--- src/source/cu_control_pkg.sv ---
package cu_control_pkg;

	//////////////////////////////////////////////////
	// widths
	//////////////////////////////////////////////////

	localparam int VERTEX_W   = 32;
	localparam int EDGE_W     = 32;
	localparam int ADDR_W     = 64;
	localparam int DATA_W     = 64;
	localparam int TAG_W      = 8;
	localparam int CU_ID_W    = 8;
	localparam int EDGE_INC_W = 8;

	//////////////////////////////////////////////////
	// encodings
	//////////////////////////////////////////////////

	// routing destination carried in the id field
	typedef enum logic [CU_ID_W-1:0] {
		VERTEX_CONTROL_ID = 8'd0,
		ALGORITHM_ID
	} cu_dest_e;

	typedef enum logic [1:0] {
		CU_IDLE,
		CU_WAIT_WED,
		CU_RUNNING,
		CU_DONE
	} cu_state_e;

	//////////////////////////////////////////////////
	// bus lines
	//////////////////////////////////////////////////

	// 89 bits
	typedef struct packed {
		logic              valid;
		cu_dest_e          cu_id;
		logic [ADDR_W-1:0] address;
		logic [7:0]        size;
		logic [TAG_W-1:0]  tag;
	} cmd_line_t;

	// 17 bits
	typedef struct packed {
		logic               valid;
		logic [CU_ID_W-1:0] cu_id;
		logic [TAG_W-1:0]   tag;
	} response_line_t;

	// 73 bits
	typedef struct packed {
		logic               valid;
		logic [CU_ID_W-1:0] cu_id;
		logic [DATA_W-1:0]  data;
	} data_line_t;

	typedef struct packed {
		logic alfull;
		logic empty;
	} buffer_status_t;

	// 65-bit work descriptor
	typedef struct packed {
		logic                valid;
		logic [VERTEX_W-1:0] num_vertices;
		logic [EDGE_W-1:0]   num_edges;
	} wed_t;

	typedef struct packed {
		logic [VERTEX_W-1:0] vertex_count;
		logic [EDGE_W-1:0]   edge_count;
	} cu_return_t;

endpackage

--- src/source/cu_run_fsm.sv ---
`timescale 1ns/1ps

module cu_run_fsm (
	input  logic        clock,
	input  logic        rstn,
	input  logic        enabled,
	input  logic [63:0] config_latched,
	input  logic        wed_valid,
	input  logic        complete,
	output logic        running,
	output logic        start,
	output logic        cu_done
);

	cu_control_pkg::cu_state_e state;
	cu_control_pkg::cu_state_e state_next;

	//////////////////////////////////////////////////
	// run sequence
	//////////////////////////////////////////////////

	always_comb begin
		state_next = state;
		case (state)
			cu_control_pkg::CU_IDLE: begin
				// any nonzero configuration arms the unit
				if (|config_latched) begin
					state_next = cu_control_pkg::CU_WAIT_WED;
				end
			end
			cu_control_pkg::CU_WAIT_WED: begin
				if (wed_valid) begin
					state_next = cu_control_pkg::CU_RUNNING;
				end
			end
			cu_control_pkg::CU_RUNNING: begin
				if (complete) begin
					state_next = cu_control_pkg::CU_DONE;
				end
			end
			cu_control_pkg::CU_DONE: begin
				// hold done until the host drops enable
				if (!enabled) begin
					state_next = cu_control_pkg::CU_IDLE;
				end
			end
			default: begin
				state_next = cu_control_pkg::CU_IDLE;
			end
		endcase
	end

	always_ff @(posedge clock or negedge rstn) begin
		if (!rstn) begin
			state <= cu_control_pkg::CU_IDLE;
			start <= 1'b0;
		end else begin
			state <= state_next;
			// high in the first running cycle only
			start <= (state == cu_control_pkg::CU_WAIT_WED) && wed_valid;
		end
	end

	assign running = (state == cu_control_pkg::CU_RUNNING);
	assign cu_done = (state == cu_control_pkg::CU_DONE);

endmodule

--- config.mk ---
export PLATFORM = sky130hd
export DESIGN_NAME = cu_run_fsm
export DESIGN_NICKNAME = d
export VERILOG_FILES = /design/src/source/cu_control_pkg.sv /design/src/source/cu_run_fsm.sv
export SDC_FILE = /design/constraint.sdc
export NUM_CORES = 1
export LEC_CHECK = 0
export CELL_PAD_IN_SITES_DETAIL_PLACEMENT = 2
export CELL_PAD_IN_SITES_GLOBAL_PLACEMENT = 2
export CORE_UTILIZATION = 18
export DETAILED_ROUTE_END_ITERATION = 8
export DONT_BUFFER_PORTS = 1
export PLACE_DENSITY_LB_ADDON = 0.25
export SLEW_MARGIN = 25
export SYNTH_ARGS = -nofsm -noshare
export SYNTH_HDL_FRONTEND = slang
export SYNTH_SLANG_ARGS = --single-unit
--- constraint.sdc ---
create_clock -name clock -period 1.7 [get_ports clock]
set_clock_uncertainty 0.05 [all_clocks]
set_input_delay 0 -clock clock [delete_from_list [all_inputs] [get_ports clock]]
set_output_delay 0 -clock clock [all_outputs]
set_load 0.05 [all_outputs]
==> impl_metrics.toml <==
[outcome]
status = "finished, violations left"
violations = "setup timing"

[worst_setup_path]
worstSetupPathType = "register to register"
rr_endpoint = "state[1]$_DFFE_PN0P_"
cp_slowest_cell = "dfrtp_1"
path_buf_inv = 1
crit_fanout = 2
critPathMaxStageDelay_ps = 380
critPathCaptureType = "register"
reg2reg_depth = 7
critPathRequiredTime_ps = 1770
startpoint_type = "register"
rrSetupSlack_ps = -40
crit_chain = "inv_2 -> ha_4 -> nor4b_4 -> nand4_1 -> nor4_2 -> a21oi_2 -> mux2_4"
crit_family = "simple AND/OR/NAND/NOR gates"
critPathArrivalTime_ps = 1810
regToRegStartpoint = "state[0]$_DFFE_PN0P_"

[timing]
period_share_pct = 102
timing.final.ws_setup_ps = -40.0
rsz0062_at_grt = "true"
hold_violations = 0
holdWs_ps = 115
finalSetupViolCount = 2
relSlewSlack_pct = 70.8
fmax_ghz = 0.575
period_needed_ps = 1740
worst_pin_slew_ps = 438
finalMaxSlewViolations = 0
fin_setup_tns_ps = -47.2

[floorplan]
core_mm2 = 0.00176
die_w_um = 45.8
die_area_mm2 = 0.00210
io_pins = 72
rows = 15
die_y_um = 45.8
initial_core_util_pct = 19.6

[clock_tree]
clkTransAtPathRegs_ps = 40
clock_latency_ps = 240
clk_path_buf_depth = 2
cts_tree = "yes"
numCtsBuffers = 3
cts_num_sinks = 3
h-tree-depth = 1
cts-root-buf = "clkbuf_4"

[final_layout]
most-common-layout-cells = "nor4_1, buf_4"
fillers = 211
antenna_cells = 0
fin_nets = 134
final_util_pct = 31.1
seq_area_um2 = 75.1
final_common_cell = "nor4_1"
area_growth_pct = 58.7
multiInputGateArea_um2 = 295
drive_gt1_share_pct = 35.6
finalNonFillerCells = 84

[yosys]
yosysWarnings = 0
synthDistinctLibCells = 15
synth_area_um2 = 345
yosysTopAreaCell = "nor4_1"
synth_nets = 116
synth-seq-cells = 3
synth-seq-area-share_pct = 21.7
avgSynthCellArea_um2 = 8.22
yosys-top-cells-area = "nor4_1, dfrtp_1, ha_1"
synth_cells = 42
synth_top_area_share_pct = 27.2

[job]
cap_violations = 0

[placed_design]
dp_hpwl_um = 1200
portBuffers = 0
gp_congestion = 0.668
place_inst = 74
dp_slack_ps = -216

[grt]
use_met3_pct = 3.97
met2_usage_pct = 25.1
antenna_found_initial = 0
grt_pass1_vias = 496
track_usage_pct = 13.8
grt_overflow = 0
grt_pass1_wl_um = 1940
busiest_layer = "met2"
grt_use_met1_pct = 12.9
grt_max_degree = 4

[detailed_routing]
via_per_inst = 5.26
vias = 442
drt_iter0_markers = 2
drt.antenna.violating_nets = 0
routedWlPerCell_um = 15.9
postRouteWirelength_um = 1340
dr.pass1.iters = 3
route.detailed.drc = 0

[worst_hold_path]
hold_class = "input port to register"
worstHoldStart = "enabled"
min_delay_path_depth = 4
min_to = "state[1]$_DFFE_PN0P_"

[pwr]
power_density_mw_per_mm2 = 1540
leakagePower_nw = 0.211
peakVddDrop_mv = 0.337
area by class of cell:
| class | instances | area share, % |
|---|---|---|
| well taps | 25 | 5.71 |
| flip-flops and latches | 3 | 13.7 |
| multi-input cells | 35 | 53.9 |
| repair buffers | 13 | 19.2 |
| inverters | 4 | 2.74 |
| clock buffers | 4 | 4.79 |
routing by layer:
metal | vias up | share of wire, % | wire length, um
met4 | 0 | 1.4 | 19
li1 | 202 | - | -
met3 | 2 | 8.3 | 111
met1 | 202 | 32 | 428
met2 | 36 | 58 | 777
met5 | - | 0 | 0
state kept, by name, summed over array words and instances (netlist names):
name	count
start	1
state	2
cells by family (layout without fill, tap and decap cells):
group	after synthesis	in the layout	share of synthesized area, %
buf+inv	4	21	4.35
compound gates	2	2	3.98
flops	3	3	21.7
simple gates	26	26	44.6
fa+ha+maj	5	5	18.1
mux	2	2	7.25
worst max-delay path by stage:
stage | from | to | slack [ps] | cells after the start
6_report | state[0]$_DFFE_PN0P_ | state[1]$_DFFE_PN0P_ | -40 | 7
5_1_grt | state[0]$_DFFE_PN0P_ | state[1]$_DFFE_PN0P_ | -180 | 7
4_1_cts | state[0]$_DFFE_PN0P_ | state[1]$_DFFE_PN0P_ | -100 | 7
3_5_place_dp | state[1]$_DFFE_PN0P_ | state[1]$_DFFE_PN0P_ | -220 | 7
3_3_place_gp | state[0]$_DFFE_PN0P_ | state[1]$_DFFE_PN0P_ | -30 | 7
2_1_floorplan | state[0]$_DFFE_PN0P_ | state[1]$_DFFE_PN0P_ | -10 | 7
cells in the mapped netlist:
library cell   n
ha_1           5
o221ai_1       1
nor4b_1        1
nand2_1        2
nor2_1         2
nand4_1        3
mux2i_1        1
nor3_1         1
a21oi_1        1
nor4_1        15
inv_1          4
and3_1         1
and2_1         1
mux2_4         1
dfrtp_1        3
worst register-to-register path: stages (launching register included):
cell and delay (ps):
dfrtp_1 380, inv_2 80, ha_4 120, nor4b_4 170
nand4_1 140, nor4_2 280, a21oi_2 110, mux2_4 300
through the flow:
stage	cell area, um^2	total power, mW
6_report	548	0.846
5_1_grt	548	0.927
4_1_cts	548	0.864
3_5_place_dp	438	0.631
3_3_place_gp	438	0.594
2_1_floorplan	354	0.452
repair_timing:
action / in CTS / in global routing
resized for setup: 5 / 0
cloned: 0 / 0
hold buffers: 3 / 0
endpoints found under the hold margin: 4 / 0
pin swaps: 2 / 0
setup buffers: 3 / 0
setup endpoints to repair: 2 / 2
power by group:
part           total (mW)  switching (mW)  leakage (nW)  internal [mW]
registers           0.145          0.0400        0.0370          0.105
clock network       0.128          0.0396        0.0150         0.0882
logic               0.573           0.277         0.159          0.296
(Power assumes the default switching activity.)
