### src/source/cu_control_pkg.sv
package cu_control_pkg;

	//////////////////////////////////////////////////
	// widths
	//////////////////////////////////////////////////

	localparam int VERTEX_W   = 32;
	localparam int EDGE_W     = 32;
	localparam int ADDR_W     = 64;
	localparam int DATA_W     = 64;
	localparam int TAG_W      = 8;
	localparam int CU_ID_W    = 8;
	localparam int EDGE_INC_W = 8;

	//////////////////////////////////////////////////
	// encodings
	//////////////////////////////////////////////////

	// routing destination carried in the id field
	typedef enum logic [CU_ID_W-1:0] {
		VERTEX_CONTROL_ID = 8'd0,
		ALGORITHM_ID
	} cu_dest_e;

	typedef enum logic [1:0] {
		CU_IDLE,
		CU_WAIT_WED,
		CU_RUNNING,
		CU_DONE
	} cu_state_e;

	//////////////////////////////////////////////////
	// bus lines
	//////////////////////////////////////////////////

	// 89 bits
	typedef struct packed {
		logic              valid;
		cu_dest_e          cu_id;
		logic [ADDR_W-1:0] address;
		logic [7:0]        size;
		logic [TAG_W-1:0]  tag;
	} cmd_line_t;

	// 17 bits
	typedef struct packed {
		logic               valid;
		logic [CU_ID_W-1:0] cu_id;
		logic [TAG_W-1:0]   tag;
	} response_line_t;

	// 73 bits
	typedef struct packed {
		logic               valid;
		logic [CU_ID_W-1:0] cu_id;
		logic [DATA_W-1:0]  data;
	} data_line_t;

	typedef struct packed {
		logic alfull;
		logic empty;
	} buffer_status_t;

	// 65-bit work descriptor
	typedef struct packed {
		logic                valid;
		logic [VERTEX_W-1:0] num_vertices;
		logic [EDGE_W-1:0]   num_edges;
	} wed_t;

	typedef struct packed {
		logic [VERTEX_W-1:0] vertex_count;
		logic [EDGE_W-1:0]   edge_count;
	} cu_return_t;

endpackage

### src/source/cu_job_counter.sv
`timescale 1ns/1ps

module cu_job_counter (
	input  logic                                    clock,
	input  logic                                    rstn,
	input  logic                                    running,
	input  logic                                    start,
	input  logic                                    vertex_done,
	input  logic                                    vertex_filtered,
	input  logic                                    edge_done,
	input  logic [cu_control_pkg::EDGE_INC_W-1:0]   edge_increment,
	input  cu_control_pkg::wed_t                    wed_totals,
	output logic                                    complete,
	output cu_control_pkg::cu_return_t              cu_return
);

	logic [1:0]                          vertex_inc;
	logic [cu_control_pkg::EDGE_W-1:0]   edge_inc;
	logic [cu_control_pkg::VERTEX_W-1:0] vertex_total;
	logic [cu_control_pkg::EDGE_W-1:0]   edge_total;

	// a filtered vertex counts as finished too
	assign vertex_inc = 2'(vertex_done) + 2'(vertex_filtered);
	assign edge_inc   = edge_done ? cu_control_pkg::EDGE_W'(edge_increment) : '0;

	// totals frozen for the whole run
	always_ff @(posedge clock or negedge rstn) begin
		if (!rstn) begin
			vertex_total <= '0;
			edge_total   <= '0;
		end else if (start) begin
			vertex_total <= wed_totals.num_vertices;
			edge_total   <= wed_totals.num_edges;
		end
	end

	always_ff @(posedge clock or negedge rstn) begin
		if (!rstn) begin
			cu_return <= '0;
		end else if (start) begin
			// counts restart from zero and pulses in this cycle still count
			cu_return.vertex_count <= cu_control_pkg::VERTEX_W'(vertex_inc);
			cu_return.edge_count   <= edge_inc;
		end else if (running) begin
			cu_return.vertex_count <= cu_return.vertex_count
				+ cu_control_pkg::VERTEX_W'(vertex_inc);
			cu_return.edge_count   <= cu_return.edge_count + edge_inc;
		end
	end

	// totals and counts are stale during the start cycle
	assign complete = running && !start
		&& (cu_return.vertex_count == vertex_total)
		&& (cu_return.edge_count == edge_total);

endmodule

### config.mk
export PLATFORM = sky130hd
export DESIGN_NAME = cu_job_counter
export DESIGN_NICKNAME = d
export VERILOG_FILES = /design/src/source/cu_control_pkg.sv /design/src/source/cu_job_counter.sv
export SDC_FILE = /design/constraint.sdc
export NUM_CORES = 1
export LEC_CHECK = 0
export BUFFER_PORTS_ARGS = -buffer_cell sky130_fd_sc_hd__buf_4
export CELL_PAD_IN_SITES_DETAIL_PLACEMENT = 1
export CELL_PAD_IN_SITES_GLOBAL_PLACEMENT = 1
export CORE_MARGIN = 3
export CORE_UTILIZATION = 46
export CTS_BUF_LIST = sky130_fd_sc_hd__clkbuf_8 sky130_fd_sc_hd__clkbuf_16
export DETAILED_ROUTE_END_ITERATION = 10
export PLACE_DENSITY = 0.92
export SLEW_MARGIN = 40
export SYNTH_ARGS = -nofsm -noshare
export SYNTH_HDL_FRONTEND = slang
export SYNTH_SLANG_ARGS = --single-unit
### constraint.sdc
create_clock -name clock -period 6.5 [get_ports clock]
set_input_delay 0.325 -clock clock [delete_from_list [all_inputs] [get_ports clock]]
set_output_delay 0.325 -clock clock [all_outputs]
set_load 0.01 [all_outputs]
==> impl_metrics.json, run 1 <==
{
  "gp_congestion": 0.877,
  "fin_crit_ns": 3.03,
  "slowest_delay_ns": 0.52,
  "crit_start": "cu_return[26]$_DFFE_PN0P_",
  "dr_wl_met3_microns": 1520,
  "synth_flop_cell": "dfrtp_1",
  "placement_rows": 44,
  "tightest_slew_ns": 0.770,
  "ys_warn_count": 0,
  "critPathMaxFanout": 7,
  "top_layer": "met4",
  "p_leak_nw": 3.88,
  "layout_worst_path_cycle_share_pct": 46.6,
  "num_antenna_cells": 0,
  "seq_area_frac_synth_pct": 46.4,
  "layout-drive-gt1-share_pct": 33.2,
  "cts_tree": "built",
  "grt_pass1_vias": 6251,
  "ys_types": 50,
  "ys_ff_latch": 128,
  "path_clk_slew_ns": 0.06,
  "synth_top_area_share_pct": 46.4,
  "grt_use_total_pct": 28.1,
  "arrival_ns": 2.70,
  "avgRoutedWirePerCell_microns": 23.5,
  "powerDensity_nw_per_um2": 239,
  "async_flop_share_pct": 100,
  "crit_type": "reg -> out",
  "drc_errors": 0,
  "clkLatencyLatePin_ns": 0.43,
  "hold_ws_ns": 0.131,
  "dr.pass1.iters": 5,
  "ys_top_cells_by_area": "dfrtp_1 46%, mux2_2 13%, xnor2_1 8.2%, xor2_1 3.4%, nor2_1 3.0%",
  "synth_fp_nets": 737,
  "start_kind": "flip-flop",
  "dieArea_sq_um": 16500,
  "drv_cap": 0,
  "fill_cells": 1531,
  "setup_viol": 0,
  "max_slew_margin_pct": 48.7,
  "wl_met2_microns": 11500,
  "fp.dieW_microns": 129,
  "path_cells": "xnor2_1 > nand4_1 > nor4_1 > nand3_1 > nor4_1 > buf_4",
  "ios": 145,
  "drv_slew": 0,
  "clock_path_buffers": 2,
  "start_util_pct": 47.3,
  "cts_setup_buffers": 0,
  "yosys.area.top_type": "dfrtp_1",
  "synth_enable_flop_cells": 0,
  "critical_path.top_delay_family": "simple AND/OR/NAND/NOR gates",
  "worstHoldStart": "wed_totals[20]",
  "synth_area_sq_um": 6900,
  "syn2layout_area_growth_pct": 25.9,
  "rsz0062_at_grt": "no",
  "setup_tns_ns": 0,
  "grt_max_degree": 91,
  "hold_path.class": "in -> reg",
  "htree_levels": 4,
  "routed_wl_microns": 23000,
  "wl_met1_microns": 9210,
  "cp-end-kind": "output port",
  "peakVddDrop_uv": 201,
  "status": "completed",
  "cts_root_buffer": "clkbuf_16",
  "slowest_stage": "dfrtp_1",
  "cts_buffers": 17,
  "clock_sinks": 128,
  "worst-path-buf-inv": 1,
  "overflow": 0,
  "vias_per_cell": 5.95,
  "total_power_w": 0.00208,
  "path_common_cell": "nor4_1",
  "postCtsHoldBufs": 0,
  "io_buffers": 143,
  "grt_first_pass_wirelength_microns": 35300,
  "cts.repair.resized": 0,
  "die_h_microns": 129,
  "drtAntennaViolNets": 0,
  "dp_hpwl_microns": 15600,
  "fmax_mhz": 330,
  "drtIter0Drc": 565,
  "postSynthCellCount": 644,
  "r2r_slack_ns": 3.73,
  "finalHoldViolCount": 0,
  "cp_data_required_time_ns": 6.17,
  "antenna_found_initial": 0,
  "fin_nets": 873,
  "reg2reg_from": "cu_return[32]$_DFFE_PN0P_",
  "core_area_sq_um": 14600,
  "avgSynthCellArea_sq_um": 10.7,
  "fin_worst_skew_ns": 0.00611,
  "via_count": 5808
}
[registers in the layout, summed over array words and instances (netlist names)]
signal	flops
cu_return	64
vertex_total	32
edge_total	32
[final cells by class]
cell class | instances | area (sq um) | area share [%]
Multi-Input combinational cell | 473 | 3550 | 40.8
Sequential cell | 128 | 3200 | 36.9
Timing Repair Buffer | 146 | 1110 | 12.8
Clock buffer | 23 | 508 | 5.85
Tap cell | 184 | 230 | 2.65
Inverter | 14 | 52.6 | 0.605
Clock inverter | 8 | 38.8 | 0.446
[path summary, 6_finish.rpt]
path,to,depth (start not counted)
worst max-delay path,complete,6
worst max register to register,cu_return[60]$_DFFE_PN0P_,8
min in group asynchronous,cu_return[28]$_DFFE_PN0P_,2
worst min-delay path,edge_total[20]$_DFFE_PN0P_,2
worst min register to register,vertex_total[29]$_DFFE_PN0P_,1
max in group asynchronous,edge_total[23]$_DFFE_PN0P_,3
[worst register-to-register path: cells and delay by family, from the launching register on]
kind / cells / cell delay (ns)
and+or+nand+nor: 4 / 1.13
adders and majority gates: 2 / 0.61
DFF: 1 / 0.47
muxes: 1 / 0.37
buffers and inverters: 1 / 0.06
[cell usage in the layout (no fill, tap or decap), types with 5 or more instances in the layout]
cell type / n
nor3_1: 6
mux2_2: 77
inv_1: 17
xnor2_1: 65
nor2_1: 54
nand4_1: 28
o2111ai_1: 5
nand3_1: 19
dfrtp_1: 128
buf_4: 142
or3_1: 11
and3_1: 6
nand2_1: 29
clkbuf_8: 6
xor2_1: 27
o21ai_0: 21
and4_1: 6
ha_1: 11
nor2b_1: 19
and2_1: 7
a21oi_1: 25
nor4_1: 5
clkbuf_16: 17
[cell usage after synthesis, types with 3 or more instances]
cell type,count
dfrtp_1,128
mux2_2,77
xnor2_1,65
nor2_1,55
nand2_1,29
nand4_1,28
xor2_1,27
a21oi_1,25
clkbuf_1,21
o21ai_0,21
nand3_1,19
nor2b_1,19
inv_1,14
ha_1,11
or3_1,11
and2_1,7
and3_1,6
and4_1,6
buf_2,6
nor3_1,6
o2111ai_1,6
nor4_1,5
mux2i_1,4
nand3b_1,4
o211ai_1,4
or4_1,4
a211oi_1,3
a22oi_1,3
[metal layers]
| layer | up-vias | global-route usage [%] |
|---|---|---|
| met5 | - | 0 |
| met1 | 2982 | 36.3 |
| met4 | 0 | 11.3 |
| met3 | 60 | 5.69 |
| met2 | 222 | 46.5 |
| li1 | 2544 | - |
[cell families after synthesis]
group / count (synthesis) / share of synthesized area (%)
xor gates and xnor gates: 92 / 11.7
adders and majority gates: 13 / 2.57
muxes: 83 / 13.5
AOI/OAI and AO/OA: 74 / 6.49
and+or+nand+nor: 211 / 16.9
DFF: 128 / 46.4
buffers and inverters: 43 / 2.45
[where the power goes]
part | switching, W | internal, W | total, W | leakage [nW]
logic | 0.000156 | 0.000141 | 0.000298 | 1.97
registers | 0.0000508 | 0.000847 | 0.000898 | 1.63
clock network | 0.000346 | 0.000538 | 0.000884 | 0.284
[metrics by stage]
step,utilization [%],area (sq um),std cells,setup WS (ns)
2_1_floorplan,-,6900,644,4.08
3_3_place_gp,55.6,8110,944,3.65
3_5_place_dp,55.7,8120,944,3.66
4_1_cts,59.4,8670,975,3.51
5_1_grt,59.6,8690,976,3.47
6_report,59.6,8690,976,3.47
Power figures use the tool's default switching activity.
==> inputs of run 2 (changes only) <==
Settings changed: ABC_AREA set to 1, CORE_UTILIZATION 46 to 40, PLACE_DENSITY 0.92 to 0.88.
Clock period 6.5 ns to 2.95 ns, I/O delays scaled along.
==> impl_metrics.json, run 2 <==
{
  "syn2layout_area_growth_pct": 32.2,
  "regMostFlops": "cu_return",
  "avgRoutedWirePerCell_microns": 19.9,
  "layout_worst_path_cycle_share_pct": 79.9,
  "status": "finished with violations",
  "die_h_microns": 146,
  "num_antenna_cells": 0,
  "path_common_cell": "nor2_1",
  "violations": "hold timing",
  "powerDensity_nw_per_um2": 470,
  "async_flop_share_pct": 100,
  "antenna_found_initial": 0,
  "dr.pass1.iters": 7,
  "grt_first_pass_wirelength_microns": 51200,
  "overflow": 0,
  "drc_errors": 0,
  "cts_tree": "built",
  "cts_root_buffer": "clkbuf_16",
  "final_common_cell": "nand2_1",
  "path_clk_slew_ns": 0.06,
  "finalHoldViolCount": 1,
  "dp_hpwl_microns": 22500,
  "ys_ff_latch": 128,
  "htree_levels": 4,
  "ys_types": 36,
  "start_util_pct": 41.5,
  "cts_buffers": 17,
  "fin_nets": 1457,
  "slowest_stage": "dfrtp_1",
  "finish.utilization_pct": 54.8,
  "start_kind": "flip-flop",
  "fmax_mhz": 424,
  "reg2reg_from": "cu_return[32]$_DFFE_PN0P_",
  "hold_path.class": "in -> reg",
  "via_count": 8818,
  "fp.dieW_microns": 146,
  "synth_enable_flop_cells": 0,
  "cts_setup_buffers": 0,
  "critPathMaxFanout": 7,
  "seqCellArea_sq_um": 3200,
  "seq_area_frac_synth_pct": 40.6,
  "drtIter0Drc": 609,
  "ios": 145,
  "grt_use_total_pct": 30.3,
  "cp_data_required_time_ns": 2.80,
  "peakVddDrop_uv": 368,
  "drv_cap": 0,
  "clock_sinks": 128,
  "synth_flop_cell": "dfrtp_1",
  "core_area_sq_um": 19000,
  "setup_tns_ns": 0,
  "max_slew_margin_pct": 52.2,
  "largest_register_ffs": 64,
  "drtAntennaViolNets": 0,
  "tightest_slew_ns": 0.717,
  "routed_wl_microns": 32600,
  "grt_max_degree": 70,
  "layout_common_cells": "412 x nand2_1, 159 x inv_1, 150 x buf_4",
  "worstHoldStart": "wed_totals[27]",
  "arrival_ns": 2.21,
  "drv_slew": 0,
  "reg.largest.list": "cu_return x64, edge_total x32, vertex_total x32",
  "gp_congestion": 0.918,
  "rsz0062_at_grt": "no",
  "clkLatencyLatePin_ns": 0.43,
  "crit_type": "reg -> out",
  "p_leak_nw": 5.12,
  "cp-end-kind": "output port",
  "synth_area_sq_um": 7890,
  "placement_rows": 50,
  "io_buffers": 143,
  "multi_input_area_sq_um": 3950,
  "worstRegToRegCells": 11,
  "synth_fp_nets": 1257,
  "dieArea_sq_um": 21400,
  "synth_common_cells": "412 x nand2_1, 158 x inv_1, 138 x nor2_1",
  "ys_warn_count": 0,
  "path_cells": "inv_1 > nand2_1 > nand4_1 > nor2_1 > nand2_1 > nor2_1 > nand3_1 > nor2_1 > buf_4",
  "fin_area_sq_um": 10400,
  "hold_ws_ns": -0.00242,
  "fin_crit_ns": 2.36,
  "layout-drive-gt1-share_pct": 15.6,
  "place_area_sq_um": 9230,
  "synth_top_area_share_pct": 40.6,
  "fill_cells": 2471,
  "clock_path_buffers": 2,
  "ys_top_cells_by_area": "dfrtp_1 41%, nand2_1 20%, inv_1 7.5%, nor2_1 6.6%, o21ai_0 4.3%",
  "slowest_delay_ns": 0.52,
  "crit_start": "cu_return[60]$_DFFE_PN0P_",
  "postSynthCellCount": 1164,
  "grt_pass1_vias": 9289,
  "yosys.area.top_type": "dfrtp_1",
  "vias_per_cell": 5.39,
  "avgSynthCellArea_sq_um": 6.78,
  "holdPathStages": 3,
  "fin_worst_skew_ns": 0.00961,
  "setup_viol": 0,
  "yosysMostFrequentCell": "nand2_1"
}
## run 2: repair_timing
action	4_1_cts	5_1_grt
gates resized for setup	0	0
endpoints found under the hold margin	106	0
hold buffers	60	0
## run 2: report_power, final
group	switching, W	internal, W
Combinational	0.000442	0.000307
Sequential	0.0000953	0.00186
Clock	0.000858	0.00135
## run 2: kinds of logic (layout without fill, tap and decap cells)
| logic type | count (synthesis) | in the layout | synth area share (%) |
|---|---|---|---|
| and+or+nand+nor | 700 | 700 | 37.7 |
| buffers and inverters | 191 | 403 | 9.36 |
| DFF | 128 | 128 | 40.6 |
| AOI/OAI and AO/OA | 115 | 115 | 8.23 |
| xor gates and xnor gates | 17 | 17 | 1.89 |
| adders and majority gates | 13 | 13 | 2.25 |
## run 2: final cells by class
cell class                 instances  share of cell area, %
timing repair buffer             211                   16.7
sequential                       128                   30.7
clock inverter                    13                   1.58
inverter                         161                   5.79
multi-input combinational        845                   37.8
clock buffer                      18                   4.21
tap                              260                   3.12
## run 2: path summary, 6_finish.rpt
path | to | slack (ns)
min in group asynchronous | cu_return[44]$_DFFE_PN0P_ | 0.33
max in group asynchronous | cu_return[14]$_DFFE_PN0P_ | 1.87
setup / recovery | complete | 0.59
setup reg to reg | cu_return[56]$_DFFE_PN0P_ | 0.66
hold reg to reg | vertex_total[2]$_DFFE_PN0P_ | 0.50
hold / removal | edge_total[27]$_DFFE_PN0P_ | -0.002
## run 2: worst max-delay path: cells and delay by family (launching register included)
kind / cells / cell delay (ns)
flip-flops: 1 / 0.52
buffers and inverters: 2 / 0.28
AND/OR/NAND/NOR: 7 / 0.98
## run 2: through the flow
stage / total power [W] / setup slack (ns) / instances
3_3_place_gp: 0.00261 / 0.704 / 1545
5_1_grt: 0.00509 / 0.484 / 1636
6_report: 0.00491 / 0.593 / 1636
4_1_cts: 0.00489 / 0.652 / 1636
2_1_floorplan: 0.00231 / 1.09 / 1164
3_5_place_dp: 0.00264 / 0.620 / 1545
## run 2: per-layer routing
layer  wire length, microns  share of wire (%)  global-route usage [%]
met1                  13600                 42                    39.2
met2                  16100                 50                    52.0
met3                   1950                6.0                    5.43
met4                    855                2.6                    8.80
met5                      0                  0                       0
==> inputs of run 3 (changes only) <==
Settings changed: ABC_AREA 1 to 0, CORE_UTILIZATION 40 to 39, PLACE_DENSITY 0.88 to 0.84.
Clock period 2.95 ns to 1.97 ns, I/O delays scaled along.
==> impl_metrics.json, run 3 (synthesized netlist as in run 1, its figures left out) <==
{
  "status": "finished with violations",
  "violations": "setup timing",
  "grt_max_degree": 92,
  "fill_cells": 1743,
  "place_inst": 1084,
  "fin_crit_ns": 2.78,
  "finalHoldViolCount": 0,
  "fin_area_sq_um": 11500,
  "critPathMaxFanout": 4,
  "fin_cells": 1218,
  "placement_rows": 48,
  "crit_type": "reg -> out",
  "fin_ws_ns": -0.809,
  "drc_errors": 0,
  "setup_viol": 54,
  "regMostFlops": "cu_return",
  "core_area_sq_um": 17300,
  "layout_common_cells": "244 x buf_4, 125 x dfrtp_1, 67 x dlygate4sd3_1",
  "drv_cap": 0,
  "setup_tns_ns": -12.24,
  "p_leak_nw": 5.10,
  "layout-drive-gt1-share_pct": 51.9,
  "seqCellArea_sq_um": 3210,
  "largest_register_ffs": 64,
  "dieArea_sq_um": 19300,
  "multi_input_area_sq_um": 4490,
  "final_common_cell": "buf_4",
  "syn2layout_area_growth_pct": 67.3,
  "clock_path_buffers": 2,
  "drtIter0Drc": 582,
  "drtAntennaViolNets": 0,
  "arrival_ns": 2.68,
  "crit_start": "cu_return[41]$_DFFE_PN0P_",
  "worstHoldStart": "edge_increment[5]",
  "path_clk_slew_ns": 0.06,
  "antenna_found_initial": 1,
  "rsz0062_at_grt": "yes",
  "dp_hpwl_microns": 17400,
  "start_kind": "flip-flop",
  "cts_root_buffer": "clkbuf_16",
  "routed_wl_microns": 35800,
  "reg.largest.list": "cu_return x64, edge_total x32, vertex_total x32",
  "cp_data_required_time_ns": 1.87,
  "cts_buffers": 17,
  "dr.pass1.iters": 7,
  "grt_use_total_pct": 31.7,
  "clkLatencyLatePin_ns": 0.45,
  "fmax_mhz": 360,
  "max_slew_margin_pct": 57.8,
  "hold_path.class": "in -> reg",
  "avgRoutedWirePerCell_microns": 29.4,
  "fin_nets": 1074,
  "vias_per_cell": 5.96,
  "drv_slew": 0,
  "die_h_microns": 139,
  "dpl_worst_slack_ns": -0.313,
  "fp.dieW_microns": 139,
  "num_antenna_cells": 0,
  "overflow": 0,
  "grt_pass1_vias": 7707,
  "reg2reg_from": "cu_return[32]$_DFFE_PN0P_",
  "peakVddDrop_uv": 664,
  "via_count": 7255,
  "gp_congestion": 0.869,
  "start_util_pct": 39.9,
  "layout_worst_path_cycle_share_pct": 141,
  "cp-end-kind": "output port",
  "powerDensity_nw_per_um2": 685,
  "htree_levels": 4,
  "fin_worst_skew_ns": 0.0191,
  "ios": 145,
  "io_buffers": 143,
  "clock_sinks": 128,
  "tightest_slew_ns": 0.633,
  "grt_first_pass_wirelength_microns": 46900,
  "cts_tree": "built",
  "finish.utilization_pct": 66.8,
  "place_area_sq_um": 9060
}
run 3: cell types whose count changed in the layout (fill, tap and decap cells not counted), sizes merged, moves of 11 or more:
cell and change:
o22ai -12, nor2b +19, xor2 +19, inv -147, nor2 -95, o21ai -45, nand3 -45, buf +129
nand4 -11, nand2 -392, xnor2 +56, nor3 -11, or3 +11, mux2 +79
run 3: report_power, final:
part	internal, W	total, W	switching, W	leakage [nW]
sequential	0.00280	0.00297	0.000180	1.62
clock	0.00191	0.00319	0.00128	0.297
combinational	0.000884	0.00175	0.000868	3.18
total	0.00559	0.00791	0.00232	5.10
run 3: area by class of cell:
class / instances / area share [%]
Clock buffer: 23 / 4.40
Clock inverter: 8 / 0.542
Tap cell: 225 / 2.44
Sequential cell: 128 / 27.8
Multi-Input combinational cell: 473 / 38.9
Inverter: 14 / 0.455
Timing Repair Buffer: 347 / 25.5
run 3: stage by stage:
stage	power, W	hold WS, ns
global placement	0.00408	0.149
CTS	0.00749	0.0587
global route	0.00809	0.119
floorplan	0.00353	-0.197
detailed placement	0.00414	0.150
finish	0.00791	0.107
run 3: routing by layer:
metal	global-route usage (%)	part of all wire [%]
met1	36.4	35
met2	57.3	51
met3	5.10	6.7
met4	15.2	6.5
met5	0	0.036
run 3: critical path, cell delays in order (launching register included):
cell and delay [ns]:
dfrtp_1 0.47, inv_2 0.15, o22ai_1 0.12, a2111oi_2 0.48
nand4_1 0.30, nor4_2 0.41, buf_4 0.20, buf_6 0.10
run 3: worst paths after layout:
check / end / slack, ns / cells past startpoint
min in group asynchronous: vertex_total[23]$_DFFE_PN0P_ / 0.23 / 2
hold reg to reg: vertex_total[22]$_DFFE_PN0P_ / 0.54 / 1
setup / recovery: complete / -0.81 / 7
hold / removal: cu_return[5]$_DFFE_PN0P_ / 0.11 / 4
setup reg to reg: cu_return[58]$_DFFE_PN0P_ / -0.51 / 11
max in group asynchronous: edge_total[15]$_DFFE_PN0P_ / 1.05 / 3
run 3: timing repair:
item                                    in CTS  in global routing
endpoints found under the setup margin      48                 54
resized for setup                           80                109
endpoints found under the hold margin      105                  0
buffers inserted                            19                 22
pin swaps                                   35                 53
hold buffers                                67                  0
