## src/source/cu_control_pkg.sv

```systemverilog
package cu_control_pkg;

	//////////////////////////////////////////////////
	// widths
	//////////////////////////////////////////////////

	localparam int VERTEX_W   = 32;
	localparam int EDGE_W     = 32;
	localparam int ADDR_W     = 64;
	localparam int DATA_W     = 64;
	localparam int TAG_W      = 8;
	localparam int CU_ID_W    = 8;
	localparam int EDGE_INC_W = 8;

	//////////////////////////////////////////////////
	// encodings
	//////////////////////////////////////////////////

	// routing destination carried in the id field
	typedef enum logic [CU_ID_W-1:0] {
		VERTEX_CONTROL_ID = 8'd0,
		ALGORITHM_ID
	} cu_dest_e;

	typedef enum logic [1:0] {
		CU_IDLE,
		CU_WAIT_WED,
		CU_RUNNING,
		CU_DONE
	} cu_state_e;

	//////////////////////////////////////////////////
	// bus lines
	//////////////////////////////////////////////////

	// 89 bits
	typedef struct packed {
		logic              valid;
		cu_dest_e          cu_id;
		logic [ADDR_W-1:0] address;
		logic [7:0]        size;
		logic [TAG_W-1:0]  tag;
	} cmd_line_t;

	// 17 bits
	typedef struct packed {
		logic               valid;
		logic [CU_ID_W-1:0] cu_id;
		logic [TAG_W-1:0]   tag;
	} response_line_t;

	// 73 bits
	typedef struct packed {
		logic               valid;
		logic [CU_ID_W-1:0] cu_id;
		logic [DATA_W-1:0]  data;
	} data_line_t;

	typedef struct packed {
		logic alfull;
		logic empty;
	} buffer_status_t;

	// 65-bit work descriptor
	typedef struct packed {
		logic                valid;
		logic [VERTEX_W-1:0] num_vertices;
		logic [EDGE_W-1:0]   num_edges;
	} wed_t;

	typedef struct packed {
		logic [VERTEX_W-1:0] vertex_count;
		logic [EDGE_W-1:0]   edge_count;
	} cu_return_t;

endpackage

```

## src/source/cu_response_router.sv

```systemverilog
`timescale 1ns/1ps

module cu_response_router (
	input  logic                           clock,
	input  logic                           rstn,
	input  logic                           enabled,
	input  logic [63:0]                    cu_configure,
	input  cu_control_pkg::wed_t           wed,
	input  cu_control_pkg::response_line_t read_response,
	input  cu_control_pkg::response_line_t write_response,
	input  cu_control_pkg::data_line_t     read_data,
	input  cu_control_pkg::buffer_status_t read_buffer_status,
	input  cu_control_pkg::buffer_status_t write_buffer_status,
	output logic [63:0]                    config_latched,
	output logic [63:0]                    cu_status,
	output cu_control_pkg::wed_t           wed_latched,
	output cu_control_pkg::response_line_t vertex_response,
	output cu_control_pkg::response_line_t algorithm_response,
	output cu_control_pkg::response_line_t algorithm_write_response,
	output cu_control_pkg::data_line_t     vertex_data,
	output cu_control_pkg::data_line_t     algorithm_data,
	output cu_control_pkg::buffer_status_t read_status_latched,
	output cu_control_pkg::buffer_status_t write_status_latched
);

	cu_control_pkg::response_line_t read_response_q;
	cu_control_pkg::response_line_t write_response_q;
	cu_control_pkg::data_line_t     read_data_q;

	function automatic logic to_vertex(input logic [cu_control_pkg::CU_ID_W-1:0] id);
		return cu_control_pkg::cu_dest_e'(id) == cu_control_pkg::VERTEX_CONTROL_ID;
	endfunction

	//////////////////////////////////////////////////
	// enable gated input stage
	//////////////////////////////////////////////////

	always_ff @(posedge clock or negedge rstn) begin
		if (!rstn) begin
			read_response_q      <= '0;
			write_response_q     <= '0;
			read_data_q          <= '0;
			wed_latched          <= '0;
			config_latched       <= '0;
			cu_status            <= '0;
			read_status_latched  <= 2'b01;
			write_status_latched <= 2'b01;
		end else begin
			if (enabled) begin
				read_response_q      <= read_response;
				write_response_q     <= write_response;
				read_data_q          <= read_data;
				read_status_latched  <= read_buffer_status;
				write_status_latched <= write_buffer_status;
			end else begin
				// beats seen while disabled are lost
				read_response_q.valid  <= 1'b0;
				write_response_q.valid <= 1'b0;
				read_data_q.valid      <= 1'b0;
			end
			// descriptor totals stay after the valid strobe
			if (enabled && wed.valid) begin
				wed_latched <= wed;
			end else begin
				wed_latched.valid <= 1'b0;
			end
			if (enabled && (|cu_configure)) begin
				config_latched <= cu_configure;
			end
			cu_status <= config_latched;
		end
	end

	//////////////////////////////////////////////////
	// destination decode
	//////////////////////////////////////////////////

	always_ff @(posedge clock or negedge rstn) begin
		if (!rstn) begin
			vertex_response          <= '0;
			algorithm_response       <= '0;
			algorithm_write_response <= '0;
			vertex_data              <= '0;
			algorithm_data           <= '0;
		end else begin
			vertex_response          <= read_response_q;
			algorithm_response       <= read_response_q;
			vertex_response.valid    <= read_response_q.valid && to_vertex(read_response_q.cu_id);
			algorithm_response.valid <= read_response_q.valid && !to_vertex(read_response_q.cu_id);
			vertex_data              <= read_data_q;
			algorithm_data           <= read_data_q;
			vertex_data.valid        <= read_data_q.valid && to_vertex(read_data_q.cu_id);
			algorithm_data.valid     <= read_data_q.valid && !to_vertex(read_data_q.cu_id);
			// write responses only ever belong to the algorithm side
			algorithm_write_response <= write_response_q;
		end
	end

endmodule

```

## config.mk

```make
export PLATFORM = sky130hd
export DESIGN_NAME = cu_response_router
export DESIGN_NICKNAME = d
export VERILOG_FILES = /design/src/source/cu_control_pkg.sv /design/src/source/cu_response_router.sv
export SDC_FILE = /design/constraint.sdc
export NUM_CORES = 1
export LEC_CHECK = 0
export ABC_AREA = 1
export BUFFER_PORTS_ARGS = -buffer_cell sky130_fd_sc_hd__buf_2
export CAP_MARGIN = 20
export CORE_AREA = 4 4 247 249
export CTS_CLUSTER_DIAMETER = 50
export DETAILED_ROUTE_END_ITERATION = 8
export DIE_AREA = 0 0 251 253
export HOLD_SLACK_MARGIN = 0.1
export PLACE_DENSITY_LB_ADDON = 0.05
export SETUP_SLACK_MARGIN = 0.5
export SLEW_MARGIN = 20
export SYNTH_ARGS = -nofsm -noshare
export SYNTH_HDL_FRONTEND = slang
export SYNTH_SLANG_ARGS = --single-unit
```

## constraint.sdc

```tcl
create_clock -name clock -period 2.45 [get_ports clock]
set_input_delay 0.1225 -clock clock [delete_from_list [all_inputs] [get_ports clock]]
set_output_delay 0.1225 -clock clock [all_outputs]
set_load 0.02 [all_outputs]
```

==> impl_results.md, run 1 <==
* DR vias at 11200
* Die Width at 251 um
* Clock buffer depth at 3
* Final Power at 19.6 mW
* CTS Sinks at 413
* Most common cell after layout, fill and taps aside: buf_2
* Final Util at 38.5%
* GRT Util Overall at 15.7%
* Fin crit share at 71.7%
* Critical Path Sink Type: flop
* Initial core utilization at 24.5%
* Startpoint types: primary input
* Pre-antenna DRT Iters at 6
* Worst Hold Class: in2async
* LEAKAGE at 11.5 nW
* Slew margin rel. at 52.0%
* Highest-count cells in the layout ignoring fill and taps: buf_2, dfrtp_1, nand2_1
* IO buf count at 636
* Max-slew violation count at 0
* Crit path time final at 1760 ps
* Worst Max-Slew Pin Slew at 719 ps
* Slowest CP cell: dlygate4sd3_1
* Post-detailed-route count of antenna-violating nets at 0
* Critical path class: in2reg
* Root Driver: clkbuf_16
* Final estimated routing congestion in global placement at 0.795
* Netlist Area Pre-Place at 14400 um2
* Sequential area share after synthesis at 71.9%
* M1 GR Usage at 18.8%
* DR DRC count at 0
* Cells along the critical path: dlygate4sd3_1 > buf_2 > nor2_1 > nand2_1 > nor2_1 > nand2_1 > nor2_1 > nand2_4 > buf_6 > nand3_1 > nand2_1
* Largest net degree at the start of global routing at 68
* Via density at 3.97
* Final Net Count at 2241
* Top-Level Pins at 637
* Fin. Hold Viols at 0
* Max VDD drop at 0.000599 V
* Cells on worst reg2reg path at 2
* First-pass GRT wire length at 77000 um
* Layout cell share with drive strength beyond 1 at 42.0%
* Initial drt markers at 415
* Yosys warns at 0
* H-tree depth at 2
* GRT busiest layer: met2
* WL/cell at 18.2 um
* Critical Path Source: cu_configure[5]
* Worst R2R Setup Slack at 1150 ps
* Worst path required time at 2920 ps
* Syn_area_per_cell at 12.4 um2
* Area growth, synth to finish at 56.9%
* Met3 track demand over resource at 5.29%
* Maxcap violations at 0
* Flops & latches, synth at 413
* Max Fclk at 569 MHz
* Clk_skew at 8.13 ps
* Core ar. at 58700 um2
* Clock transition at the registers of the reported paths at 60 ps
* # rows at 89
* Outcome: completed
* Drt total wl at 51400 um
* Critical path peak fanout at 64
* Pwr Density at 869 nW/um2
* CTS tree: yes
* Setup TNS at 0 ps
* # Post-CTS Setup Buffers at 0
* Cells after Synth at 1157
* CP max stage delay at 550 ps
* Unique cell type count in the Yosys netlist at 16
* Hpwl dp at 37600 um
* Final setup violation count at 0
* RR Startpoint: read_response_q[6]$_DFFE_PN0P_
* Die H at 253 um
* Initial antenna violation count at 5
* Worst skew pair latency at 590 ps
* Syn Nets at 1400
* Grt total ovfl at 0
* Reg2reg end: read_response_q[6]$_DFFE_PN0P_
* Vias in the first global route at 12200
* Die ar. at 63500 um2
* CTS buffer count at 59
* Unrepaired setup endpoints after global routing: false
* WP data arrival at 2230 ps
* M2 GR Usage at 27.1%
-- cell usage after synthesis --
| cell | number | area share (%) |
|---|---|---|
| buf_1 | 12 | 0.31 |
| buf_2 | 12 | 0.42 |
| buf_4 | 88 | 4.6 |
| buf_6 | 13 | 1.0 |
| clkbuf_1 | 11 | 0.29 |
| dfrtp_1 | 411 | 72 |
| dfstp_2 | 2 | 0.37 |
| inv_1 | 22 | 0.57 |
| mux2_2 | 92 | 7.2 |
| nand2_1 | 361 | 9.4 |
| nand2_4 | 1 | 0.078 |
| nand3_1 | 64 | 2.2 |
| nand4_1 | 4 | 0.17 |
| nor2_1 | 46 | 1.2 |
| nor3_1 | 2 | 0.070 |
| o21ai_0 | 16 | 0.56 |
-- layer usage --
metal,part of all wire [%],vias to the layer above
met4,2.6,4
met2,50,417
met3,8.1,85
met1,40,5431
met5,0.051,-
li1,-,5278
-- cell families after synthesis --
| family | synth area share [%] |
|---|---|
| DFF | 71.9 |
| muxes | 7.20 |
| and+or+nand+nor | 13.2 |
| AOI/OAI and AO/OA | 0.557 |
| buffers and inverters | 7.20 |
-- per-stage QoR --
step           cells  instance area [um2]  hold WS, ps  setup slack [ps]
6_report        2823                22600         72.0               692
5_1_grt         2823                22600          116               527
4_1_cts         2820                22600          102               513
3_5_place_dp    2452                17900          168               465
3_3_place_gp    2452                17900          157               501
2_1_floorplan   1157                14400         -173              1360
-- flip-flops by register name (all words and copies together) (netlist names) --
register / count
read_response_q: 17
vertex_response: 1
algorithm_response: 17
config_latched: 64
read_data_q: 73
algorithm_write_response: 17
read_status_latched: 2
vertex_data: 1
algorithm_data: 73
write_response_q: 17
write_status_latched: 2
cu_status: 64
wed_latched: 65
-- worst max-delay path: cells and delay by family --
kind                   cells  cell delay, ps
and+or+nand+nor            8            1100
buffers and inverters      3             950
-- final cells by class --
| class | instances | area (um2) |
|---|---|---|
| fillers | 5880 | 36100 |
| flip-flops and latches | 413 | 10300 |
| repair buffers | 916 | 6080 |
| multi-input cells | 586 | 3030 |
| clock buffers | 78 | 1690 |
| well taps | 773 | 967 |
| clock inverters | 32 | 378 |
| inverters | 22 | 82.6 |
| diodes | 3 | 7.51 |
-- timing repair --
item | in CTS | in global routing
hold endpoints to repair | 641 | 0
resized for setup | 0 | 2
setup endpoints to repair | 0 | 51
hold buffers | 258 | 0
-- report_power, final --
part,internal [mW],switching (mW)
logic,1.15,1.76
clock network,5.58,3.22
registers,7.50,0.389
total,14.2,5.38
-- how the worst max path moves through the flow --
stage               slack (ps)                              to
floorplan                 1360  config_latched[56]$_DFFE_PN0P_
global placement           500   config_latched[3]$_DFFE_PN0P_
detailed placement         470   config_latched[3]$_DFFE_PN0P_
CTS                        510  config_latched[33]$_DFFE_PN0P_
global route               530   config_latched[8]$_DFFE_PN0P_
finish                     690  config_latched[56]$_DFFE_PN0P_
No activity file was read; power rests on OpenSTA's default activity.
==> inputs of run 2 (changes only) <==
==> constraint.sdc (replaced) <==
create_clock -name clock -period 1.5 [get_ports clock]
set_input_delay 0.075 -clock clock [delete_from_list [all_inputs] [get_ports clock]]
set_output_delay 0.075 -clock clock [all_outputs]
set_load 0.02 [all_outputs]
==> impl_results.md, run 2 (synthesized netlist as in run 1, its figures left out) <==
* Fin crit share at 87.9%
* CTS buffer count at 56 (-5.1%)
* Most common cell after layout, fill and taps aside: dfrtp_1
* Final Power at 34.0 mW (+73%)
* Max VDD drop at 0.00102 V (+70%)
* Worst path required time at 1420 ps (-1500 ps)
* Grt total ovfl at 0 (unchanged)
* Hold Buf Count CTS at 274 (+6.2%)
* Die ar. at 63500 um2 (unchanged)
* Die Width at 251 um (unchanged)
* Top-Level Pins at 637 (unchanged)
* CTS Sinks at 413 (unchanged)
* Maxcap violations at 0 (unchanged)
* Worst skew pair latency at 580 ps (about the same)
* CP top delay family: flip-flops
* Highest-count cells in the layout ignoring fill and taps: dfrtp_1, buf_6, nand2_1
* Critical path peak fanout at 2 (-97%)
* Unrepaired setup endpoints after global routing: true
* First-pass GRT wire length at 84400 um (+9.6%)
* CTS tree: yes
* Cells along the critical path: buf_6
* CP bufs+invs at 1 (-2)
* WP data arrival at 1240 ps (-990 ps)
* Clk_skew at 9.80 ps (+1.67 ps)
* Die H at 253 um (unchanged)
* Largest net degree at the start of global routing at 59 (-13%)
* Vias in the first global route at 13300 (+9.5%)
* Final estimated routing congestion in global placement at 0.788 (-0.84%)
* Layout cell share with drive strength beyond 1 at 47.0% (+5.1 points)
* Fin. Hold Viols at 3 (+3)
* Core ar. at 58700 um2 (unchanged)
* Hpwl dp at 38700 um (+3.1%)
* Pwr Density at 1290 nW/um2 (+48%)
* Initial core utilization at 24.5% (unchanged)
* DR vias at 12000 (+6.6%)
* Clock transition at the registers of the reported paths at 60 ps (about the same)
* Critical Path Sink Type: output port
* H-tree depth at 2 (unchanged)
* Initial antenna violation count at 12 (+7)
* Post-Layout Cell Count at 2963 (+5.0%)
* WL/cell at 19.3 um (+6.2%)
* Area growth, synth to finish at 83.7%
* WHS at -3.06 ps (-75.1 ps)
* Clock buffer depth at 3 (unchanged)
* Final Util at 45.0% (+6.6 points)
* Slew margin rel. at 70.0% (+18 points)
* Max Fclk at 759 MHz
* Crit path time final at 1320 ps
* LEAKAGE at 13.0 nW (+13%)
* Failing checks: hold timing
* Worst Max-Slew Pin Slew at 450 ps (-270 ps)
* CP max stage delay at 540 ps (about the same)
* Dpl cells at 2509 (+2.3%)
* Pre-antenna DRT Iters at 4 (-2)
* DR DRC count at 0 (unchanged)
* Final Net Count at 2385 (+6.4%)
* # rows at 89 (unchanged)
* Post-detailed-route count of antenna-violating nets at 0 (unchanged)
* Critical path class: reg2out
* Startpoint types: flop
* Drt total wl at 57300 um (+12%)
* Max-slew violation count at 0 (unchanged)
* IO buf count at 636 (unchanged)
* Worst Hold Class: in2async
* Via density at 4.04 (+1.6%)
* GRT Util Overall at 17.4% (+1.7 points)
* Initial drt markers at 419 (+0.96%)
* Top Registers: algorithm_data: 73 flops, read_data_q: 73 flops, wed_latched: 65 flops
* Setup TNS at 0 ps (unchanged)
* Filler Cell Count at 5503 (-6.4%)
* Outcome: finished with violations
* Final setup violation count at 0 (unchanged)
* Slowest CP cell: dfstp_2
* Root Driver: clkbuf_16
==> run 2: changes by cell type in the layout (fill, tap and decap cells not counted), sizes merged <==
cell	delta
buf	+127
dlygate4sd3	+15
clkinvlp	-7
inv	+4
bufinv	+2
clkbuf	-2
clkinv	-2
diode	+2
dlymetal6s4s	+1
==> run 2: cell type report <==
class	count	area (um2)	area share [%]
Antenna cell	5	12.5	0.0473
Clock buffer	72	1600	6.06
Clock inverter	29	422	1.60
Inverter	22	82.6	0.312
Multi-Input combinational cell	586	3170	12.0
Sequential cell	413	10400	39.2
Tap cell	773	967	3.66
Timing Repair Buffer	1063	9820	37.2
==> run 2: final timing paths <==
kind | start | endpoint | slack, ps | cells after the start
max | write_status_latched[0]$_DFFE_PN1P_ | write_status_latched[0] | 180 | 1
min | rstn | algorithm_data[13]$_DFF_PN0_ | -3 | 2
max reg2reg | config_latched[57]$_DFFE_PN0P_ | config_latched[57]$_DFFE_PN0P_ | 540 | 4
min reg2reg | write_response_q[16]$_DFF_PN0_ | algorithm_write_response[16]$_DFF_PN0_ | 350 | 0
max in group asynchronous | rstn | read_data_q[56]$_DFFE_PN0P_ | 700 | 3
min in group clock | enabled | config_latched[23]$_DFFE_PN0P_ | 110 | 4
==> run 2: through the flow <==
step | cell area (um2) | hold slack, ps | setup WS [ps]
4_1_cts | 26100 | -19.6 | 131
3_3_place_gp | 18500 | 6.57 | -243
3_5_place_dp | 18500 | 15.6 | -244
6_report | 26400 | -3.06 | 182
5_1_grt | 26400 | 13.1 | 129
2_1_floorplan | 14500 | -221 | 460
==> run 2: power breakdown <==
part | switching, mW | internal (mW)
Clock | 5.21 | 9.11
Combinational | 3.10 | 3.45
Sequential | 0.865 | 12.3
==> run 2: per-layer routing <==
metal	GRT usage (%)	share of wire, %
met1	20.4	38
met2	30.8	52
met3	5.34	7.3
met4	5.21	2.6
met5	0	0.10
==> run 2: what timing repair did <==
action | CTS | global route
endpoints found under the setup margin | 458 | 482
gates resized for setup | 795 | 22
buffers inserted | 57 | 13
hold endpoints to repair | 652 | 27
gates cloned | 0 | 4
pin swaps | 0 | 3
==> inputs of run 3 (changes only) <==
--- a/config.mk
+++ b/config.mk
@@ -14,7 +14,7 @@
 export DIE_AREA = 0 0 251 253
 export HOLD_SLACK_MARGIN = 0.1
 export PLACE_DENSITY_LB_ADDON = 0.05
-export SETUP_SLACK_MARGIN = 0.5
+export SETUP_SLACK_MARGIN = 0.3
 export SLEW_MARGIN = 20
 export SYNTH_ARGS = -nofsm -noshare
 export SYNTH_HDL_FRONTEND = slang
==> impl_results.md, run 3 (synthesized netlist as in run 1, its figures left out) <==
* Post-Layout Cell Count at 2912 (-1.7%)
* Worst Max-Slew Pin Slew at 568 ps (+118 ps)
* CTS tree: yes
* Root Driver: clkbuf_16
* WL/cell at 19.3 um (about the same)
* H-tree depth at 2 (unchanged)
* CP max stage delay at 540 ps (about the same)
* IO buf count at 636 (unchanged)
* Core ar. at 58700 um2 (unchanged)
* Maxcap violations at 0 (unchanged)
* Startpoint types: flop
* Final estimated routing congestion in global placement at 0.782 (-0.79%)
* Die ar. at 63500 um2 (unchanged)
* Max Fclk at 759 MHz (about the same)
* Slew margin rel. at 62.2% (-7.9 points)
* CTS buffer count at 56 (unchanged)
* Critical path class: reg2out
* First-pass GRT wire length at 83600 um (-0.98%)
* LEAKAGE at 12.7 nW (-2.7%)
* Pwr Density at 1290 nW/um2 (+0.19%)
* # rows at 89 (unchanged)
* Critical Path Sink Type: output port
* Initial drt markers at 432 (+3.1%)
* Worst skew pair latency at 590 ps (about the same)
* Die H at 253 um (unchanged)
* Drt total wl at 56300 um (-1.7%)
* CP bufs+invs at 1 (unchanged)
* Die Width at 251 um (unchanged)
* Layout cell share with drive strength beyond 1 at 44.9% (-2.1 points)
* Post-detailed-route count of antenna-violating nets at 0 (unchanged)
* Final Net Count at 2327 (-2.4%)
* DR DRC count at 0 (unchanged)
* Failing checks: hold timing
* Pre-antenna DRT Iters at 4 (unchanged)
* GRT Util Overall at 17.3% (-0.10 points)
* DR vias at 11700 (-1.8%)
* Top-Level Pins at 637 (unchanged)
* WHS at -1.00 ps (+2.06 ps)
* Grt total ovfl at 0 (unchanged)
* Worst Hold Class: in2reg
* Hpwl dp at 38600 um (-0.23%)
* Critical path peak fanout at 2 (unchanged)
* Initial antenna violation count at 19 (+7)
* Clock transition at the registers of the reported paths at 60 ps (about the same)
* Vias in the first global route at 13200 (-0.67%)
* Slowest CP cell: dfstp_2
* Initial core utilization at 24.5% (unchanged)
* CP top delay family: flip-flops
* Max VDD drop at 0.000850 V (-16%)
* Cells along the critical path: buf_6
* Dpl cells at 2478 (-1.2%)
* Final setup violation count at 0 (unchanged)
* Clock buffer depth at 3 (unchanged)
* CTS Sinks at 413 (unchanged)
* Clk_skew at 8.42 ps (-1.38 ps)
* Highest-count cells in the layout ignoring fill and taps: dfrtp_1, buf_6, nand2_1
* Max-slew violation count at 0 (unchanged)
* Crit path time final at 1320 ps (+0.193 ps)
* Area growth, synth to finish at 78.4%
* Fin. Hold Viols at 1 (-2)
* WP data arrival at 1240 ps (about the same)
* Finished Cell Area at 25700 um2 (-2.9%)
* Post-Place Cell Area at 18100 um2 (-1.8%)
* Top Registers: algorithm_data: 73 flops, read_data_q: 73 flops, wed_latched: 65 flops
* Outcome: finished with violations
* Unrepaired setup endpoints after global routing: true
* Setup TNS at 0 ps (unchanged)
* Largest net degree at the start of global routing at 80 (+36%)
* Via density at 4.03 (-0.11%)
* Worst path required time at 1420 ps (about the same)
* Fin crit share at 87.9% (about the same)
-- run 3: changes by cell type in the layout (fill, tap and decap cells not counted), sizes merged --
cell / before / now
clkinv: 12 / 11
clkbuf: 77 / 71
inv: 29 / 32
dlygate4sd3: 273 / 256
clkinvlp: 1 / 5
buf: 784 / 745
dlymetal6s4s: 1 / 3
diode: 5 / 11
bufinv: 9 / 6
-- run 3: metrics by stage --
stage	utilization (%)	power [mW]	hold slack (ps)	setup slack, ps
after floorplan	-	15.4	-221	454
after global placement	30.9	17.4	-76.5	-192
after detailed placement	30.9	17.4	-74.0	-193
after CTS	44.4	33.8	131	131
after global routing	43.7	34.6	54.0	117
final	43.7	33.1	-1.00	182
-- run 3: area by class of cell --
cell class / count / area [um2]
antenna: 11 / 27.5
clock buffer: 70 / 1520
clock inverter: 32 / 402
fill: 5557 / 33000
inverter: 22 / 82.6
multi-input combinational: 586 / 3020
sequential: 413 / 10400
tap: 773 / 967
timing repair buffer: 1005 / 9280
-- run 3: worst min-delay path, cell delays in order --
cell and delay, ps:
buf_2 110, nand2_2 80, buf_12 170, nand2_1 70, nand2_1 40
-- run 3: worst paths after layout --
check                                                    from                                     end  slack [ps]  cells after the start
hold reg to reg                write_response_q[16]$_DFF_PN0_  algorithm_write_response[16]$_DFF_PN0_         350                      0
min in group asynchronous                                rstn           config_latched[3]$_DFFE_PN0P_         160                      3
max in group asynchronous                                rstn                 cu_status[18]$_DFF_PN0_         730                      3
setup reg to reg                  wed_latched[32]$_DFFE_PN0P_             wed_latched[32]$_DFFE_PN0P_         330                      3
hold / removal                                        wed[64]             wed_latched[42]$_DFFE_PN0P_          -1                      5
setup / recovery           read_status_latched[0]$_DFFE_PN1P_                  read_status_latched[0]         180                      1
-- run 3: layer usage --
layer	part of all wire (%)	vias to the layer above	wire [um]	global-route usage [%]
li1	-	5473	-	-
met1	38	5749	21500	19.9
met2	52	397	29200	30.8
met3	7.2	101	4080	5.46
met4	2.5	18	1420	5.31
met5	0.20	-	111	0
-- run 3: where the power goes --
group / internal, mW / switching [mW] / total [mW]
combinational: 3.34 / 3.02 / 6.36
sequential: 12.3 / 0.883 / 13.1
clock: 8.33 / 5.24 / 13.6
-- run 3: what timing repair did --
item | in CTS | in global routing
hold buffers | 308 | 3
setup endpoints to repair | 394 | 529
endpoints found under the hold margin | 653 | 5
buffers inserted | 56 | 5
resized for setup | 800 | 8
